--- config.mk ---
export PLATFORM = sky130hd
export DESIGN_NAME = ahb_to_axi4
export DESIGN_NICKNAME = d
export VERILOG_FILES = /design/src/ahb_pkg.sv /design/src/axi_pkg.sv /design/src/bridge_cmd_if.sv /design/src/ahb_slave_ctrl.sv /design/src/axi_cmd_buffer.sv /design/src/ahb_to_axi4.sv
export VERILOG_INCLUDE_DIRS = /design/src
export SDC_FILE = /design/constraint.sdc
export NUM_CORES = 1
export LEC_CHECK = 0
export ABC_AREA = 1
export CAP_MARGIN = 20
export CORE_MARGIN = 3
export CORE_UTILIZATION = 60
export CTS_BUF_LIST = sky130_fd_sc_hd__clkbuf_4 sky130_fd_sc_hd__clkbuf_8 sky130_fd_sc_hd__clkbuf_16
export CTS_CLUSTER_SIZE = 8
export DETAILED_ROUTE_END_ITERATION = 10
export DONT_BUFFER_PORTS = 1
export PLACE_DENSITY = 0.76
export SETUP_SLACK_MARGIN = 0.3
export SYNTH_ARGS = -nofsm -noshare
export SYNTH_HDL_FRONTEND = slang
export SYNTH_HIERARCHICAL = 1
export SYNTH_SLANG_ARGS = --single-unit
--- constraint.sdc ---
create_clock -name ahb_clk -period 5.4 [get_ports ahb_clk]
set_clock_uncertainty 0.1 [all_clocks]
set_input_delay 0.54 -clock ahb_clk [delete_from_list [all_inputs] [get_ports ahb_clk]]
set_output_delay 0.54 -clock ahb_clk [all_outputs]
set_load 0.02 [all_outputs]
--- src/bridge_settings.svh ---
`ifndef BRIDGE_SETTINGS_SVH
`define BRIDGE_SETTINGS_SVH

// bus widths, fixed for the 32-bit data path
`define BRIDGE_AW     32              // haddr and axaddr width
`define BRIDGE_DW     32              // hwdata, hrdata, wdata and rdata width
`define BRIDGE_NSTRB  (`BRIDGE_DW/8)  // one write strobe per byte lane

// values the bus outputs take while rst_n is low
`define BRIDGE_HREADY_RST  1'b1       // slave ready
`define BRIDGE_HRESP_RST   1'b0       // OKAY response
`define BRIDGE_VALID_RST   1'b0       // no AXI request outstanding

`endif

--- src/ahb_pkg.sv ---
`include "bridge_settings.svh"

package ahb_pkg;

   typedef enum logic [1:0] {
      IDLE   = 2'b00,   // no transfer
      BUSY   = 2'b01,   // master inserts a wait inside a burst
      NONSEQ = 2'b10,   // single or first transfer
      SEQ    = 2'b11    // following transfer of a burst
   } htrans_t;

   typedef enum logic [2:0] {
      BYTE = 3'b000,
      HALF = 3'b001,
      WORD = 3'b010
   } hsize_t;

   // tracks which AHB data phase is open
   typedef enum logic [1:0] {
      ST_IDLE = 2'b00,  // no data phase
      ST_WR   = 2'b01,  // write data phase
      ST_RD   = 2'b10,  // read data phase, command not yet loaded
      ST_PEND = 2'b11   // read issued, waiting on rvalid
   } bridge_state_t;

   typedef logic [`BRIDGE_AW-1:0] haddr_t;
   typedef logic [`BRIDGE_DW-1:0] hdata_t;

endpackage

--- src/axi_pkg.sv ---
`include "bridge_settings.svh"

package axi_pkg;

   typedef enum logic [1:0] {
      OKAY   = 2'b00,
      EXOKAY = 2'b01,   // exclusive access ok
      SLVERR = 2'b10,   // slave error
      DECERR = 2'b11    // decode error, no slave at address
   } axi_resp_t;

   // bytes per beat as log2, same coding as hsize
   typedef logic [2:0] axi_size_t;

   typedef logic [`BRIDGE_NSTRB-1:0] axi_strb_t;

endpackage

--- src/bridge_cmd_if.sv ---
`timescale 1ns/1ps

interface bridge_cmd_if;
   import ahb_pkg::*;
   import axi_pkg::*;

   logic      load;          // one-cycle load strobe
   logic      write;         // direction, 1 for write
   haddr_t    addr;
   hsize_t    size;
   hdata_t    wdata;         // taken straight from the AHB data phase
   axi_strb_t strb;
   logic      full;          // entry held and not completing this cycle
   logic      issued_write;  // direction of the held entry

   // AHB controller side
   modport ctrl (
      output load,
      output write,
      output addr,
      output size,
      output wdata,
      output strb,
      input  full,
      input  issued_write
   );

   // command buffer side
   modport buffer (
      input  load,
      input  write,
      input  addr,
      input  size,
      input  wdata,
      input  strb,
      output full,
      output issued_write
   );

endinterface

--- src/ahb_slave_ctrl.sv ---
`timescale 1ns/1ps

`include "bridge_settings.svh"

module ahb_slave_ctrl (
   input  logic               ahb_clk,
   input  logic               rst_n,
   input  logic               hsel,
   input  ahb_pkg::haddr_t    haddr,
   input  ahb_pkg::htrans_t   htrans,
   input  ahb_pkg::hsize_t    hsize,
   input  logic               hwrite,
   input  ahb_pkg::hdata_t    hwdata,
   input  logic               hreadyin,
   input  logic               rvalid,
   input  ahb_pkg::hdata_t    rdata,
   input  axi_pkg::axi_resp_t rresp,
   output ahb_pkg::hdata_t    hrdata,
   output logic               hreadyout,
   output logic               hresp,
   bridge_cmd_if.ctrl         cmd
);
   import ahb_pkg::*;
   import axi_pkg::*;

   bridge_state_t state;
   bridge_state_t state_nxt;
   logic          state_en;

   logic          hready;      // transfer boundary seen by every slave
   logic          accept;      // address phase taken this cycle
   logic          load_en;

   haddr_t        haddr_q;
   hsize_t        hsize_q;
   logic          hwrite_q;

   logic          hresp_q;
   logic          hready_q;
   logic          misaligned;
   axi_strb_t     strb;

   hdata_t        rdata_q;
   logic          rdata_en;
   logic          rd_err_in;
   logic          rd_err_q;

   assign hready = hreadyout & hreadyin;
   assign accept = hsel & hready & ((htrans == NONSEQ) | (htrans == SEQ));

   // address phase fields, held for the whole data phase
   always_ff @(posedge ahb_clk) begin
      if (accept) begin
         haddr_q  <= haddr;
         hsize_q  <= hsize;
         hwrite_q <= hwrite;
      end
   end

   always_comb begin
      state_nxt = ST_IDLE;
      state_en  = 1'b0;
      load_en   = 1'b0;
      rdata_en  = 1'b0;
      rd_err_in = 1'b0;
      case (state)
         ST_IDLE: begin
            state_nxt = hwrite ? ST_WR : ST_RD;
            state_en  = accept;
         end
         ST_WR: begin
            // back-to-back transfers go straight to the next data phase
            if (hresp | ~accept) begin
               state_nxt = ST_IDLE;
            end else begin
               state_nxt = hwrite ? ST_WR : ST_RD;
            end
            state_en = ~cmd.full | hresp;
            load_en  = ~cmd.full & ~hresp;
         end
         ST_RD: begin
            state_nxt = hresp ? ST_IDLE : ST_PEND;
            state_en  = ~cmd.full | hresp;
            load_en   = ~cmd.full & ~hresp;
         end
         ST_PEND: begin
            state_nxt = ST_IDLE;
            state_en  = rvalid & ~cmd.issued_write; // response belongs to our read
            rdata_en  = state_en;
            rd_err_in = state_en & (rresp != OKAY);
         end
         default: begin
            state_nxt = ST_IDLE;
            state_en  = 1'b1;
         end
      endcase
   end

   always_ff @(posedge ahb_clk) begin
      if (!rst_n) begin
         state    <= ST_IDLE;
         hresp_q  <= `BRIDGE_HRESP_RST;
         hready_q <= `BRIDGE_HREADY_RST;
         rd_err_q <= `BRIDGE_HRESP_RST;
      end else begin
         if (state_en) begin
            state <= state_nxt;
         end
         hresp_q  <= hresp;
         hready_q <= hready;
         rd_err_q <= rd_err_in;  // one cycle, second cycle comes from hresp_q
      end
   end

   always_ff @(posedge ahb_clk) begin
      if (rdata_en) begin
         rdata_q <= rdata;
      end
   end

   assign misaligned = ((hsize_q == HALF) & haddr_q[0]) |
                       ((hsize_q == WORD) & (|haddr_q[1:0]));

   // byte lanes for the 32-bit data path
   always_comb begin
      case (hsize_q)
         BYTE:    strb = axi_strb_t'(4'b0001 << haddr_q[1:0]);
         HALF:    strb = haddr_q[1] ? 4'b1100 : 4'b0011;
         default: strb = 4'b1111;  // word
      endcase
   end

   assign hresp = ((state != ST_IDLE) & misaligned) |
                  rd_err_q |
                  (hresp_q & ~hready_q);  // second error cycle

   assign hreadyout = hresp ? (hresp_q & ~hready_q) :
                      ((~cmd.full | (state == ST_IDLE)) &
                       (state != ST_RD) & (state != ST_PEND));

   assign hrdata = rdata_q;

   assign cmd.load  = load_en;
   assign cmd.write = hwrite_q;
   assign cmd.addr  = haddr_q;
   assign cmd.size  = hsize_q;
   assign cmd.wdata = hwdata;     // write data is live in the data phase
   assign cmd.strb  = strb;

endmodule

--- src/axi_cmd_buffer.sv ---
`timescale 1ns/1ps

`include "bridge_settings.svh"

module axi_cmd_buffer (
   input  logic               ahb_clk,
   input  logic               rst_n,
   bridge_cmd_if.buffer       cmd,
   output logic               awvalid,
   input  logic               awready,
   output ahb_pkg::haddr_t    awaddr,
   output axi_pkg::axi_size_t awsize,
   output logic               wvalid,
   input  logic               wready,
   output ahb_pkg::hdata_t    wdata,
   output axi_pkg::axi_strb_t wstrb,
   output logic               arvalid,
   input  logic               arready,
   output ahb_pkg::haddr_t    araddr,
   output axi_pkg::axi_size_t arsize
);
   import ahb_pkg::*;
   import axi_pkg::*;

   logic      vld;         // entry held
   logic      write_q;
   haddr_t    addr_q;
   hsize_t    size_q;
   hdata_t    wdata_q;
   axi_strb_t strb_q;

   logic      aw_done;     // AW already taken for this entry
   logic      w_done;      // W already taken for this entry

   logic      aw_hs;
   logic      w_hs;
   logic      ar_hs;
   logic      wr_complete;
   logic      rd_complete;
   logic      complete;

   assign aw_hs = awvalid & awready;
   assign w_hs  = wvalid & wready;
   assign ar_hs = arvalid & arready;

   // a write finishes once both channels have handshaken, in any order
   assign wr_complete = vld & write_q & (aw_done | aw_hs) & (w_done | w_hs);
   assign rd_complete = vld & ~write_q & ar_hs;
   assign complete    = wr_complete | rd_complete;

   always_ff @(posedge ahb_clk) begin
      if (!rst_n) begin
         vld     <= `BRIDGE_VALID_RST;
         write_q <= 1'b0;
         aw_done <= `BRIDGE_VALID_RST;
         w_done  <= `BRIDGE_VALID_RST;
      end else begin
         if (cmd.load) begin
            vld     <= 1'b1;       // new entry replaces a completing one
            write_q <= cmd.write;
         end else if (complete) begin
            vld     <= 1'b0;       // direction kept for issued_write
         end
         if (cmd.load | complete) begin
            aw_done <= 1'b0;
            w_done  <= 1'b0;
         end else begin
            aw_done <= aw_done | aw_hs;
            w_done  <= w_done | w_hs;
         end
      end
   end

   always_ff @(posedge ahb_clk) begin
      if (cmd.load) begin
         addr_q  <= cmd.addr;
         size_q  <= cmd.size;
         wdata_q <= cmd.wdata;
         strb_q  <= cmd.strb;
      end
   end

   assign cmd.full         = vld & ~complete;
   assign cmd.issued_write = write_q;

   assign awvalid = vld & write_q & ~aw_done;
   assign awaddr  = addr_q;
   assign awsize  = axi_size_t'(size_q);

   assign wvalid  = vld & write_q & ~w_done;
   assign wdata   = wdata_q;
   assign wstrb   = strb_q;

   assign arvalid = vld & ~write_q;
   assign araddr  = addr_q;
   assign arsize  = axi_size_t'(size_q);

endmodule

--- src/ahb_to_axi4.sv ---
`timescale 1ns/1ps

module ahb_to_axi4 (
   input  logic               ahb_clk,
   input  logic               rst_n,

   // AHB-Lite slave
   input  logic               hsel,
   input  ahb_pkg::haddr_t    haddr,
   input  ahb_pkg::htrans_t   htrans,
   input  ahb_pkg::hsize_t    hsize,
   input  logic               hwrite,
   input  ahb_pkg::hdata_t    hwdata,
   input  logic               hreadyin,
   output ahb_pkg::hdata_t    hrdata,
   output logic               hreadyout,
   output logic               hresp,

   // AXI4 master, single beat only
   output logic               awvalid,
   input  logic               awready,
   output ahb_pkg::haddr_t    awaddr,
   output axi_pkg::axi_size_t awsize,
   output logic               wvalid,
   input  logic               wready,
   output ahb_pkg::hdata_t    wdata,
   output axi_pkg::axi_strb_t wstrb,
   output logic               arvalid,
   input  logic               arready,
   output ahb_pkg::haddr_t    araddr,
   output axi_pkg::axi_size_t arsize,
   input  logic               rvalid,    // always accepted
   input  ahb_pkg::hdata_t    rdata,
   input  axi_pkg::axi_resp_t rresp
);

   bridge_cmd_if cmd_bus ();

   ahb_slave_ctrl ctrl0 (
      .ahb_clk   (ahb_clk),
      .rst_n     (rst_n),
      .hsel      (hsel),
      .haddr     (haddr),
      .htrans    (htrans),
      .hsize     (hsize),
      .hwrite    (hwrite),
      .hwdata    (hwdata),
      .hreadyin  (hreadyin),
      .rvalid    (rvalid),
      .rdata     (rdata),
      .rresp     (rresp),
      .hrdata    (hrdata),
      .hreadyout (hreadyout),
      .hresp     (hresp),
      .cmd       (cmd_bus.ctrl)
   );

   axi_cmd_buffer cmdbuf0 (
      .ahb_clk (ahb_clk),
      .rst_n   (rst_n),
      .cmd     (cmd_bus.buffer),
      .awvalid (awvalid),
      .awready (awready),
      .awaddr  (awaddr),
      .awsize  (awsize),
      .wvalid  (wvalid),
      .wready  (wready),
      .wdata   (wdata),
      .wstrb   (wstrb),
      .arvalid (arvalid),
      .arready (arready),
      .araddr  (araddr),
      .arsize  (arsize)
   );

endmodule

==> impl_metrics.toml <==
[route]
drtIter0Drc = 87
drt_first_pass_iters = 4
drc = 0
drtAntennaViolNets = 0
vias = 2575
wl_per_cell_um = 22.8
vias_per_cell = 5.41
drt_wl_total_um = 10800

[critical_path]
crit_arrival_ps = 3020
cp-start-kind = "register"
cp-end-kind = "register"
setup.worst_path.class = "reg -> reg"
cp_max_fo = 36
required_ps = 5420
worst_r2r_path_depth = 12

[clock_tree]
clkTransAtPathRegs_ps = 60
ctsHtreeMaxLevel = 4
cts_buffers = 17
clock_sinks = 148
clkLatencyLatePin_ps = 500
cts-root-buf = "clkbuf_8"
cts_tree = "yes"
cts_buffer_depth = 2

[sta]
final-setup-viol-count = 0
min_period_ps = 3000
hold_viol_final = 0
worstMarginPinSlew_ps = 1030
postLayoutSetupSlackWorst_ps = 2400
rsz0062_at_grt = "no"
max_slew_margin = 0.309
fin_crit_sh = 0.556
setup_tns_ps = 0
drv_slew = 0
clock.fmax_mhz = 333

[grt]
overflow = 0
grt.total_usage = 0.211
grt_start_max_net_pins = 40
grt_pass1_vias = 2575
grt_pass1_wl_um = 15300
antenna_found_initial = 0

[cells_and_area]
multi_input_area_um2 = 472
antennaDiodeCount = 0
postLayoutCoreUtil = 0.750
layout.nets = 472
drive_above_1_share = 0.141
register_area_um2 = 4350
num-fill-cells = 458
area_delta_synth_final_pct = 20.9

[synth]
yosysMostFrequentCell = "edfxtp_1"
synth_edf_count = 139
synthDistinctLibCells = 24
ys_seq_area_frac = 0.805
synth_flop_cell = "edfxtp_1"
syn_avg_cell_area_um2 = 17.2
synth_top_area_frac = 0.771
yosys_warnings = 6
synth.largest_area_cell = "edfxtp_1"
syn-cell-area_um2 = 5410
yosys_register_bits = 148
synth_nets = 432
netlist_top_cells_area = "edfxtp_1, buf_4, dfxtp_1"
synth_commonest_cells = "edfxtp_1, buf_4, nand2_1"
async_reset_ff_frac = 0
syn_inst = 315

[placed_design]
gp_congestion = 0.775
port_buffers = 0
dp_hpwl_um = 6670
dp_slack_ps = 2420

[floorplan]
die_height_um = 101
die_w_um = 101
die_area_um2 = 10200
initial_core_util = 0.621
row_count = 34
io_pins = 255
fp.coreArea_um2 = 8720

[pwr]
power_mw = 3.20
vdd_drop_max_mv = 0.307
p_per_area_nw_per_um2 = 490
power_leakage_nw = 2.32

[min_path]
hold_depth = 0
worstHoldPathType = "in -> reg"

[run]
cap_violations = 0

[status]
outcome = "complete, no violations"
## power by group
part / leakage [nW] / total (mW) / internal (mW) / switching, mW
Sequential: 1.34 / 1.76 / 1.46 / 0.298
Combinational: 0.685 / 0.260 / 0.0836 / 0.177
Clock: 0.294 / 1.19 / 0.716 / 0.471
Total: 2.32 / 3.20 / 2.26 / 0.945
## path summary, 6_finish.rpt
kind	startpoint	end	slack [ps]
hold / removal	hwdata[8]	cmdbuf0/wdata[8]$_DFFE_PP_	40
setup / recovery	cmdbuf0/vld$_SDFFE_PN0P_	ctrl0/cmd.addr[9]$_DFFE_PP_	2400
setup reg to reg	cmdbuf0/vld$_SDFFE_PN0P_	ctrl0/cmd.addr[9]$_DFFE_PP_	2400
hold reg to reg	ctrl0/cmd.addr[24]$_DFFE_PP_	cmdbuf0/araddr[24]$_DFFE_PP_	320
## per-layer routing
layer,part of all wire,GRT usage,up-vias
li1,-,-,1131
met1,0.33,0.220,1284
met2,0.58,0.389,152
met3,0.074,0.0747,8
met4,0.012,0.0757,0
met5,0,0,-
## cell type report
cell class | count | area share
clock buffers | 17 | 0.0633
multi-input cells | 77 | 0.0721
inverters | 23 | 0.0153
flip-flops and latches | 148 | 0.666
well taps | 108 | 0.0207
clock inverters | 15 | 0.0293
repair buffers | 88 | 0.134
## critical path, cell delays in order, from the launching register on
cell and delay, ps:
dfxtp_1 410, inv_1 80, nor2_2 250, nand2_2 130
nand3_2 110, inv_1 90, nand2_1 80, nand2_1 50
a21oi_1 200, nand2_2 100, nand2_4 120, nand2_1 110
nor2_4 770
## sequential cells by signal, summed over array words and instances, names as in the netlist
register and flops:
cmdbuf0/w_done 1, ctrl0/hrdata 32, cmdbuf0/aw_done 1, ctrl0/hready_q 1
cmdbuf0/araddr 32, cmdbuf0/vld 1, ctrl0/cmd.size 3, ctrl0/hresp_q 1
cmdbuf0/wstrb 4, ctrl0/cmd.write 1, ctrl0/rd_err_q 1, cmdbuf0/arsize 3
ctrl0/state 2, ctrl0/cmd.addr 32, cmdbuf0/wdata 32, cmdbuf0/cmd.issued_write 1
## kinds of logic after synthesis
logic type	share of synthesized area
buf+inv	0.111
compound gates	0.0215
fa+ha+maj	0.0116
flops	0.805
simple gates	0.0509
## what timing repair did
action,4_1_cts,5_1_grt
endpoints found under the hold margin,86,0
buffers inserted,0,0
setup endpoints to repair,0,0
hold buffers,86,0
gates resized for setup,0,0
## cells in the final DEF, fill, tap and decap left out, types with 2 or more instances in the layout
| cell type | n |
|---|---|
| clkbuf_16 | 16 |
| o21ai_0 | 7 |
| inv_6 | 5 |
| dlygate4sd3_1 | 86 |
| nor2_2 | 3 |
| bufinv_16 | 3 |
| dfxtp_1 | 9 |
| o21bai_1 | 2 |
| a21oi_1 | 3 |
| nor2_4 | 2 |
| nor2_1 | 10 |
| nand2_1 | 23 |
| edfxtp_1 | 139 |
| nand3_1 | 4 |
| buf_4 | 2 |
| nand2_2 | 5 |
| clkinv_4 | 4 |
| ha_1 | 5 |
| inv_1 | 22 |
| nand4_1 | 2 |
| a21oi_2 | 3 |
## per-stage QoR
step	area, µm²	instances	hold WS, ps
floorplan	5410	315	300
global placement	5080	358	300
detailed placement	5080	358	305
CTS	6540	476	0.274
global route	6540	476	0.276
finish	6540	476	35.8
No activity file was read; power rests on OpenSTA's default activity.
